## src/design/afu_pkg.sv

```systemverilog
`default_nettype none

package afu_pkg;

	////////////////////////////////////////////////////////////
	// Widths and depths
	////////////////////////////////////////////////////////////

	localparam int CU_ID_W     = 4;
	localparam int ADDR_W      = 16;
	localparam int TAG_W       = 3;
	localparam int TAG_COUNT   = 8;
	localparam int CREDIT_W    = 3;
	localparam int CREDIT_MAX  = 4;
	localparam int READ_DEPTH  = 4;
	localparam int WRITE_DEPTH = 4;

	// One-bit Wishbone address selects the queue
	localparam logic QUEUE_READ  = 1'b0;
	localparam logic QUEUE_WRITE = 1'b1;

	typedef logic [CU_ID_W-1:0]  cu_id_t;
	typedef logic [ADDR_W-1:0]   addr_t;
	typedef logic [TAG_W-1:0]    tag_t;
	typedef logic [CREDIT_W-1:0] credit_t;

	typedef enum logic {
		CMD_READ  = 1'b0,
		CMD_WRITE = 1'b1
	} cmd_class_t;

	////////////////////////////////////////////////////////////
	// Bundles
	////////////////////////////////////////////////////////////

	// Queue entry, also the Wishbone write data
	typedef struct packed {
		cu_id_t cu_id;
		addr_t  addr;
	} cmd_line_t;

	// Wishbone classic master side
	typedef struct packed {
		logic      cyc;
		logic      stb;
		logic      we;
		logic      adr;
		cmd_line_t dat;
	} wb_req_t;

	// Issued command towards the host
	typedef struct packed {
		logic       valid;
		tag_t       tag;
		cmd_class_t cmd_class;
		cu_id_t     cu_id;
		addr_t      addr;
	} cmd_out_t;

	// Host response
	typedef struct packed {
		logic    valid;
		tag_t    tag;
		credit_t credits;
	} resp_in_t;

	// Response back to the compute unit
	typedef struct packed {
		logic       valid;
		tag_t       tag;
		cmd_class_t cmd_class;
		cu_id_t     cu_id;
	} resp_out_t;

	// Per-tag record kept while a command is outstanding
	typedef struct packed {
		cmd_class_t cmd_class;
		cu_id_t     cu_id;
	} tag_rec_t;

endpackage

`default_nettype wire

```

## src/design/cmd_fifo.sv

```systemverilog
`timescale 1ns/1ps
`default_nettype none

module cmd_fifo #(
	parameter int DEPTH = 4
) (
	input  wire logic              clock,
	input  wire logic              rst,
	input  wire logic              push,
	input  afu_pkg::cmd_line_t     data_in,
	input  wire logic              pop,
	output afu_pkg::cmd_line_t     data_out,
	output logic                   full,
	output logic                   empty
);

	// Storage, no reset needed on payload
	afu_pkg::cmd_line_t mem [DEPTH];

	logic [$clog2(DEPTH)-1:0]   wr_ptr;
	logic [$clog2(DEPTH)-1:0]   rd_ptr;
	logic [$clog2(DEPTH+1)-1:0] count;

	logic do_push;
	logic do_pop;

	// Guard against overflow and underflow
	assign do_push = push && !full;
	assign do_pop  = pop && !empty;

	assign full  = (count == ($clog2(DEPTH+1))'(DEPTH));
	assign empty = (count == '0);

	// Head entry falls through
	assign data_out = mem[rd_ptr];

	always_ff @(posedge clock) begin
		if (do_push) begin
			mem[wr_ptr] <= data_in;
		end
	end

	// Pointers wrap at DEPTH
	always_ff @(posedge clock) begin
		if (rst) begin
			wr_ptr <= '0;
			rd_ptr <= '0;
		end else begin
			if (do_push) begin
				if (wr_ptr == ($clog2(DEPTH))'(DEPTH - 1))
					wr_ptr <= '0;
				else
					wr_ptr <= wr_ptr + 1'b1;
			end
			if (do_pop) begin
				if (rd_ptr == ($clog2(DEPTH))'(DEPTH - 1))
					rd_ptr <= '0;
				else
					rd_ptr <= rd_ptr + 1'b1;
			end
		end
	end

	// Occupancy, push and pop together leave it unchanged
	always_ff @(posedge clock) begin
		if (rst) begin
			count <= '0;
		end else if (do_push && !do_pop) begin
			count <= count + 1'b1;
		end else if (do_pop && !do_push) begin
			count <= count - 1'b1;
		end
	end

endmodule

`default_nettype wire

```

## src/design/cmd_intake.sv

```systemverilog
`timescale 1ns/1ps
`default_nettype none

module cmd_intake (
	input  wire logic          clock,
	input  wire logic          rst,
	input  afu_pkg::wb_req_t   wb_req,
	output logic               wb_ack,
	input  wire logic          read_pop,
	input  wire logic          write_pop,
	output afu_pkg::cmd_line_t read_head,
	output afu_pkg::cmd_line_t write_head,
	output logic               read_empty,
	output logic               write_empty
);

	logic sel_write;
	logic read_full;
	logic write_full;
	logic target_full;
	logic take;
	logic read_push;
	logic write_push;

	////////////////////////////////////////////////////////////
	// Wishbone slave
	////////////////////////////////////////////////////////////

	// Address decode
	assign sel_write   = (wb_req.adr == afu_pkg::QUEUE_WRITE);
	assign target_full = sel_write ? write_full : read_full;

	// Accept only if the target queue has room
	// We low is acked with no effect
	assign take = wb_req.cyc && wb_req.stb && !wb_ack
		&& (!wb_req.we || !target_full);

	always_ff @(posedge clock) begin
		if (rst)
			wb_ack <= 1'b0;
		else
			wb_ack <= take;
	end

	// Push in the ack cycle, master still holds dat and adr
	assign write_push = wb_ack && wb_req.we && sel_write;
	assign read_push  = wb_ack && wb_req.we && !sel_write;

	////////////////////////////////////////////////////////////
	// Command queues
	////////////////////////////////////////////////////////////

	cmd_fifo #(
		.DEPTH(afu_pkg::READ_DEPTH)
	) read_queue_inst (
		.clock    (clock),
		.rst      (rst),
		.push     (read_push),
		.data_in  (wb_req.dat),
		.pop      (read_pop),
		.data_out (read_head),
		.full     (read_full),
		.empty    (read_empty)
	);

	cmd_fifo #(
		.DEPTH(afu_pkg::WRITE_DEPTH)
	) write_queue_inst (
		.clock    (clock),
		.rst      (rst),
		.push     (write_push),
		.data_in  (wb_req.dat),
		.pop      (write_pop),
		.data_out (write_head),
		.full     (write_full),
		.empty    (write_empty)
	);

endmodule

`default_nettype wire

```

## src/design/cmd_issue.sv

```systemverilog
`timescale 1ns/1ps
`default_nettype none

module cmd_issue (
	input  wire logic           clock,
	input  wire logic           rst,
	input  afu_pkg::cmd_line_t  read_head,
	input  afu_pkg::cmd_line_t  write_head,
	input  wire logic           read_empty,
	input  wire logic           write_empty,
	output logic                read_pop,
	output logic                write_pop,
	input  wire logic           tag_free,
	input  afu_pkg::tag_t       next_tag,
	output logic                alloc,
	output afu_pkg::tag_rec_t   alloc_rec,
	input  afu_pkg::credit_t    credit_return,
	output afu_pkg::cmd_out_t   cmd_out
);

	afu_pkg::credit_t    credit_count;
	logic                can_issue;
	afu_pkg::cmd_class_t grant_class;
	afu_pkg::cmd_line_t  grant_line;

	// Registered command towards the host
	logic                issue_valid;
	afu_pkg::tag_t       issue_tag;
	afu_pkg::cmd_class_t issue_class;
	afu_pkg::cmd_line_t  issue_line;

	////////////////////////////////////////////////////////////
	// Arbitration
	////////////////////////////////////////////////////////////

	// Need a credit and a free tag
	assign can_issue = (credit_count != '0) && tag_free;

	// Writes win over reads
	assign write_pop = can_issue && !write_empty;
	assign read_pop  = can_issue && write_empty && !read_empty;
	assign alloc     = write_pop || read_pop;

	assign grant_class = write_pop ? afu_pkg::CMD_WRITE : afu_pkg::CMD_READ;
	assign grant_line  = write_pop ? write_head : read_head;

	// Record kept in the tag table until the response
	assign alloc_rec.cmd_class = grant_class;
	assign alloc_rec.cu_id     = grant_line.cu_id;

	////////////////////////////////////////////////////////////
	// Credit counter
	////////////////////////////////////////////////////////////

	// One credit per issue, host returns them with responses
	always_ff @(posedge clock) begin
		if (rst)
			credit_count <= afu_pkg::credit_t'(afu_pkg::CREDIT_MAX);
		else
			credit_count <= credit_count - afu_pkg::credit_t'(alloc) + credit_return;
	end

	// Output register
	always_ff @(posedge clock) begin
		if (rst)
			issue_valid <= 1'b0;
		else
			issue_valid <= alloc;
	end

	always_ff @(posedge clock) begin
		if (alloc) begin
			issue_tag   <= next_tag;
			issue_class <= grant_class;
			issue_line  <= grant_line;
		end
	end

	assign cmd_out.valid     = issue_valid;
	assign cmd_out.tag       = issue_tag;
	assign cmd_out.cmd_class = issue_class;
	assign cmd_out.cu_id     = issue_line.cu_id;
	assign cmd_out.addr      = issue_line.addr;

endmodule

`default_nettype wire

```

## src/design/tag_table.sv

```systemverilog
`timescale 1ns/1ps
`default_nettype none

module tag_table (
	input  wire logic          clock,
	input  wire logic          rst,
	input  wire logic          alloc,
	input  afu_pkg::tag_rec_t  alloc_rec,
	output afu_pkg::tag_t      next_tag,
	output logic               tag_free,
	input  wire logic          tag_release,
	input  afu_pkg::tag_t      release_tag,
	output afu_pkg::tag_rec_t  lookup_rec
);

	// One bit per outstanding tag
	logic [afu_pkg::TAG_COUNT-1:0] busy;

	// Class and cu id of each outstanding command
	afu_pkg::tag_rec_t records [afu_pkg::TAG_COUNT];

	////////////////////////////////////////////////////////////
	// Free tag search
	////////////////////////////////////////////////////////////

	assign tag_free = !(&busy);

	// Lowest clear bit wins, scan from the top
	always_comb begin
		next_tag = '0;
		for (int i = afu_pkg::TAG_COUNT - 1; i >= 0; i--) begin
			if (!busy[i])
				next_tag = afu_pkg::tag_t'(i);
		end
	end

	// Busy bitmap
	// Alloc and release never hit the same tag in one cycle
	always_ff @(posedge clock) begin
		if (rst) begin
			busy <= '0;
		end else begin
			if (alloc && tag_free)
				busy[next_tag] <= 1'b1;
			if (tag_release)
				busy[release_tag] <= 1'b0;
		end
	end

	// Record written on allocation
	always_ff @(posedge clock) begin
		if (alloc && tag_free)
			records[next_tag] <= alloc_rec;
	end

	// Lookup for the router, combinational
	assign lookup_rec = records[release_tag];

endmodule

`default_nettype wire

```

## src/design/resp_router.sv

```systemverilog
`timescale 1ns/1ps
`default_nettype none

module resp_router (
	input  wire logic          clock,
	input  wire logic          rst,
	input  afu_pkg::resp_in_t  resp_in,
	output logic               tag_release,
	output afu_pkg::tag_t      release_tag,
	input  afu_pkg::tag_rec_t  lookup_rec,
	output afu_pkg::credit_t   credit_return,
	output afu_pkg::resp_out_t resp_out
);

	// Input stage
	logic              in_valid;
	afu_pkg::tag_t     in_tag;
	afu_pkg::credit_t  in_credits;

	// Output stage
	logic              out_valid;
	afu_pkg::tag_t     out_tag;
	afu_pkg::tag_rec_t out_rec;

	////////////////////////////////////////////////////////////
	// Latch host response
	////////////////////////////////////////////////////////////

	always_ff @(posedge clock) begin
		if (rst)
			in_valid <= 1'b0;
		else
			in_valid <= resp_in.valid;
	end

	always_ff @(posedge clock) begin
		in_tag     <= resp_in.tag;
		in_credits <= resp_in.credits;
	end

	// Free the tag and hand back credits
	assign tag_release   = in_valid;
	assign release_tag   = in_tag;
	assign credit_return = in_valid ? in_credits : '0;

	// Lookup still sees the record, release lands at the edge
	always_ff @(posedge clock) begin
		if (rst)
			out_valid <= 1'b0;
		else
			out_valid <= in_valid;
	end

	always_ff @(posedge clock) begin
		if (in_valid) begin
			out_tag <= in_tag;
			out_rec <= lookup_rec;
		end
	end

	assign resp_out.valid     = out_valid;
	assign resp_out.tag       = out_tag;
	assign resp_out.cmd_class = out_rec.cmd_class;
	assign resp_out.cu_id     = out_rec.cu_id;

endmodule

`default_nettype wire

```

## src/design/afu_control.sv

```systemverilog
`timescale 1ns/1ps
`default_nettype none

module afu_control (
	input  wire logic          clock,
	input  wire logic          rst,
	input  afu_pkg::wb_req_t   wb_req,
	output logic               wb_ack,
	output afu_pkg::cmd_out_t  cmd_out,
	input  afu_pkg::resp_in_t  resp_in,
	output afu_pkg::resp_out_t resp_out
);

	// Queue heads and handshakes
	afu_pkg::cmd_line_t read_head;
	afu_pkg::cmd_line_t write_head;
	logic               read_empty;
	logic               write_empty;
	logic               read_pop;
	logic               write_pop;

	// Tag allocation
	logic               tag_free;
	afu_pkg::tag_t      next_tag;
	logic               alloc;
	afu_pkg::tag_rec_t  alloc_rec;

	// Response side
	logic               tag_release;
	afu_pkg::tag_t      release_tag;
	afu_pkg::tag_rec_t  lookup_rec;
	afu_pkg::credit_t   credit_return;

	////////////////////////////////////////////////////////////
	// Command path
	////////////////////////////////////////////////////////////

	cmd_intake cmd_intake_inst (
		.clock       (clock),
		.rst         (rst),
		.wb_req      (wb_req),
		.wb_ack      (wb_ack),
		.read_pop    (read_pop),
		.write_pop   (write_pop),
		.read_head   (read_head),
		.write_head  (write_head),
		.read_empty  (read_empty),
		.write_empty (write_empty)
	);

	cmd_issue cmd_issue_inst (
		.clock         (clock),
		.rst           (rst),
		.read_head     (read_head),
		.write_head    (write_head),
		.read_empty    (read_empty),
		.write_empty   (write_empty),
		.read_pop      (read_pop),
		.write_pop     (write_pop),
		.tag_free      (tag_free),
		.next_tag      (next_tag),
		.alloc         (alloc),
		.alloc_rec     (alloc_rec),
		.credit_return (credit_return),
		.cmd_out       (cmd_out)
	);

	// Tags shared by issue and response sides
	tag_table tag_table_inst (
		.clock       (clock),
		.rst         (rst),
		.alloc       (alloc),
		.alloc_rec   (alloc_rec),
		.next_tag    (next_tag),
		.tag_free    (tag_free),
		.tag_release (tag_release),
		.release_tag (release_tag),
		.lookup_rec  (lookup_rec)
	);

	resp_router resp_router_inst (
		.clock         (clock),
		.rst           (rst),
		.resp_in       (resp_in),
		.tag_release   (tag_release),
		.release_tag   (release_tag),
		.lookup_rec    (lookup_rec),
		.credit_return (credit_return),
		.resp_out      (resp_out)
	);

endmodule

`default_nettype wire

```

## config.mk

```make
export PLATFORM = sky130hd
export DESIGN_NAME = afu_control
export DESIGN_NICKNAME = d
export VERILOG_FILES = /design/src/design/afu_pkg.sv /design/src/design/cmd_fifo.sv /design/src/design/cmd_intake.sv /design/src/design/cmd_issue.sv /design/src/design/tag_table.sv /design/src/design/resp_router.sv /design/src/design/afu_control.sv
export SDC_FILE = /design/constraint.sdc
export NUM_CORES = 1
export LEC_CHECK = 0
export ABC_CLOCK_PERIOD_IN_PS = 3700
export BUFFER_PORTS_ARGS = -buffer_cell sky130_fd_sc_hd__buf_2
export CAP_MARGIN = 20
export CELL_PAD_IN_SITES_DETAIL_PLACEMENT = 1
export CELL_PAD_IN_SITES_GLOBAL_PLACEMENT = 2
export CORE_MARGIN = 2
export CORE_UTILIZATION = 40
export DETAILED_ROUTE_END_ITERATION = 8
export HOLD_SLACK_MARGIN = 0.15
export PLACE_DENSITY = 0.71
export SYNTH_ARGS = -nofsm -noshare
export SYNTH_HDL_FRONTEND = slang
export SYNTH_SLANG_ARGS = --single-unit
export TNS_END_PERCENT = 1
```

## constraint.sdc

```tcl
create_clock -name clock -period 3.7 [get_ports clock]
set_input_delay 0.37 -clock clock [delete_from_list [all_inputs] [get_ports clock]]
set_output_delay 0.37 -clock clock [all_outputs]
set_load 0.01 [all_outputs]
```

==> flow_summary.json <==
{
  "outcome": "complete, no violations",
  "hpwl_um": 12700,
  "hp-class": "in2reg",
  "slew_viol_final": 0,
  "fin_crit_ns": 3.05,
  "crit_type": "reg2reg",
  "dp_slack_ns": 0.595,
  "regToRegSetupSlack_ns": 0.65,
  "yosys_warnings": 0,
  "area_growth_pct": 19.3,
  "grt_overflow_total": 0,
  "seq_area_frac_synth_pct": 74.7,
  "h-tree-depth": 1,
  "clkPwrFrac_pct": 32.4,
  "start_kind": "register",
  "num_antenna_cells": 0,
  "grt_max_degree": 30,
  "crit_slowest_cell": "a21oi_1",
  "crit_arrival_ns": 3.48,
  "fmax_ghz": 0.328,
  "relSlewSlack_pct": 42.7,
  "maxCapViolCount": 0,
  "wl_per_cell_um": 21.4,
  "nets": 697,
  "tightest_slew_ns": 0.853,
  "row_count": 58,
  "cts_setup_buffers": 0,
  "synth_seq_cells": 271,
  "hold_viol": 0,
  "firstDrtPassIters": 6,
  "slowest_delay_ns": 0.47,
  "post-route-drc-count": 0,
  "tritoncts": "done",
  "syn_inst": 524,
  "synth_cell_types": 50,
  "internal-power_mw": 6.45,
  "die_x_um": 165,
  "hold_ws_ns": 0.258,
  "cts.clk_slew.worst_paths_ns": 0.06,
  "antenna_left": 0,
  "cp_cell_sequence": "nor3_1 -> a21oi_1 -> o21ai_0 -> inv_1 -> ha_1 -> inv_1 -> ha_1 -> inv_1 -> fa_1 -> xnor2_1 -> xnor2_1 -> xnor2_1 -> nand2b_1",
  "coreArea_sq_mm": 0.0253,
  "p_seq_share_pct": 45.4,
  "drive_gt1_share_pct": 29.7,
  "p_sw_share_pct": 27.9,
  "cts.path.max_buffers": 3,
  "required_ns": 4.12,
  "antenna_found_initial": 0,
  "track_usage_pct": 16.4,
  "ir_drop_uv": 529,
  "crit_path_end_kind": "register",
  "synth_top_flop_cell": "edfxtp_1",
  "routabilityCongestion": 0.745,
  "drt_iter0_drc": 294,
  "setup_ws_ns": 0.647,
  "clkLatencyLatePin_ns": 0.56,
  "critPathMaxFanout": 8,
  "p_comb_share_pct": 22.2,
  "p_leak_nw": 4.21,
  "rsz0062_at_grt": "no",
  "first_global_vias": 5730,
  "p_per_area_mw_per_mm2": 723,
  "avgSynthCellArea_sq_um": 19.8,
  "p_sw_mw": 2.49,
  "fillCellCount": 2353,
  "route.vias.total": 5159,
  "finClkSkew_ns": 0.0274,
  "die_h_um": 165,
  "synth_nets": 575,
  "cts_sinks": 271,
  "via_per_inst": 5.16,
  "io_pins": 68,
  "async_flop_share_pct": 0,
  "grt_pass1_wl_um": 33100,
  "routed_wl_um": 21400,
  "cp_num_buf_inv": 3,
  "finalPower_mw": 8.94,
  "cts_buffers": 29,
  "initial_core_util_pct": 40.9,
  "portBuffers": 67,
  "fin_tns_setup_ns": 0,
  "synth_edf_count": 232,
  "dieArea_sq_mm": 0.0272,
  "finalSetupViolCount": 0,
  "path_delay_family": "adder cells",
  "min_period_over_period_pct": 82.5,
  "synth_area_sq_mm": 0.0104,
  "root_buffer": "clkbuf_16"
}
==> power by group through the flow <==
stage	combinational [mW]	sequential, mW	clock [mW]
after floorplan	1.31	4.13	0
after global placement	1.89	4.10	0
after detailed placement	2.00	4.13	0
after CTS	2.04	4.07	2.97
after global routing	2.18	4.11	3.09
final	1.98	4.06	2.90
==> worst min-delay path: cells and delay by family <==
kind,cells,cell delay (ns)
muxes,1,0.12
and+or+nand+nor,1,0.08
AOI/OAI and AO/OA,1,0.08
buffers and inverters,1,0.12
==> placed cells by master (no fill, tap or decap), types with 4 or more instances in the layout <==
cell,Yosys,layout
nor2b_1,6,6
inv_1,13,13
o21ai_0,4,4
xor2_1,4,4
and2_1,9,9
bufinv_16,0,4
or3_1,7,7
dfxtp_1,39,39
ha_1,15,15
edfxtp_1,232,232
clkinv_1,0,6
mux4_2,50,50
clkbuf_1,8,6
dlygate4sd3_1,0,29
a21oi_1,8,8
mux2i_1,8,8
clkbuf_16,0,29
mux2_2,18,18
buf_2,6,67
nor3_1,6,6
a31oi_1,4,4
mux2_1,5,5
buf_4,3,15
clkinv_2,0,4
nor2_1,21,21
nand2_1,19,19
==> logic make-up (layout without fill, tap and decap cells) <==
kind of cell	count (synthesis)	after routing	share of synthesized area (%)
AO/OA/AOI/OAI	33	33	2.32
XOR/XNOR	7	7	0.591
adder cells (fa/ha/maj)	18	18	2.39
buffers and inverters	33	178	1.59
flip-flops	271	271	74.7
multiplexers	81	81	14.1
AND/OR/NAND/NOR	81	81	4.24
==> metal layers <==
metal / track usage [%] / vias up / part of all wire [%]
met5: 0 / - / 0
met4: 3.99 / 0 / 2.0
met3: 2.81 / 31 / 4.6
met2: 29.4 / 123 / 52
met1: 20.7 / 2679 / 41
li1: - / 2326 / -
==> area by class of cell <==
| type | instances | area [sq um] | share of cell area (%) |
|---|---|---|---|
| flip-flops and latches | 271 | 7750 | 62.6 |
| multi-input cells | 220 | 2450 | 19.8 |
| clock buffers | 35 | 748 | 6.05 |
| repair buffers | 111 | 738 | 5.97 |
| well taps | 330 | 413 | 3.34 |
| clock inverters | 19 | 218 | 1.76 |
| inverters | 13 | 48.8 | 0.395 |
==> stage by stage <==
| stage | instances | utilization (%) | instance area, sq um |
|---|---|---|---|
| 2_1_floorplan | 524 | - | 10400 |
| 3_3_place_gp | 916 | 43.9 | 11100 |
| 3_5_place_dp | 916 | 43.9 | 11100 |
| 4_1_cts | 999 | 48.8 | 12400 |
| 5_1_grt | 999 | 48.8 | 12400 |
| 6_report | 999 | 48.8 | 12400 |
==> flip-flops by register name, indices dropped and copies added, names as in the netlist, named ones only <==
register / count
cmd_intake_inst.read_queue_inst.count: 3
resp_router_inst.out_tag: 3
cmd_issue_inst.issue_valid: 1
resp_router_inst.release_tag: 3
cmd_intake_inst.read_queue_inst.wr_ptr: 2
cmd_issue_inst.cmd_out: 20
cmd_issue_inst.issue_class: 1
cmd_intake_inst.write_queue_inst.mem: 80
resp_router_inst.resp_out: 5
tag_table_inst.busy: 8
cmd_intake_inst.write_queue_inst.count: 3
cmd_issue_inst.issue_tag: 3
tag_table_inst.records: 40
resp_router_inst.tag_release: 1
cmd_intake_inst.write_queue_inst.wr_ptr: 2
resp_router_inst.out_valid: 1
cmd_intake_inst.read_queue_inst.mem: 80
cmd_intake_inst.read_queue_inst.rd_ptr: 2
cmd_intake_inst.write_queue_inst.rd_ptr: 2
cmd_intake_inst.wb_ack: 1
cmd_issue_inst.credit_count: 3
resp_router_inst.in_credits: 3
==> Yosys cell counts (5+ instances only) <==
cell type,instances,area [sq um]
nand2_1,19,71.3
mux2_1,5,56.3
nor2_1,21,78.8
dfxtp_1,39,781
nor3_1,6,30.0
mux4_2,50,1130
inv_1,13,48.8
mux2i_1,8,80.1
nor2b_1,6,37.5
ha_1,15,188
edfxtp_1,232,6970
and2_1,9,56.3
buf_2,6,30.0
or3_1,7,43.8
mux2_2,18,203
clkbuf_1,8,30.0
a21oi_1,8,40.0
==> path summary, 6_finish.rpt <==
check	depth (start not counted)	end	startpoint
worst max-delay path	13	cmd_issue_inst.credit_count[2]	cmd_intake_inst.read_queue_inst.count[0]
worst min-delay path	4	cmd_intake_inst.read_queue_inst.wr_ptr[1]	wb_req[20]
worst max register to register	13	cmd_issue_inst.credit_count[2]	cmd_intake_inst.read_queue_inst.count[0]
worst min register to register	2	register	cmd_intake_inst.read_queue_inst.rd_ptr[0]
==> what timing repair did <==
action	4_1_cts	5_1_grt
hold buffers	29	0
hold endpoints to repair	168	0
gates resized for setup	0	0
Note: power is estimated with default switching activity, not from simulation.
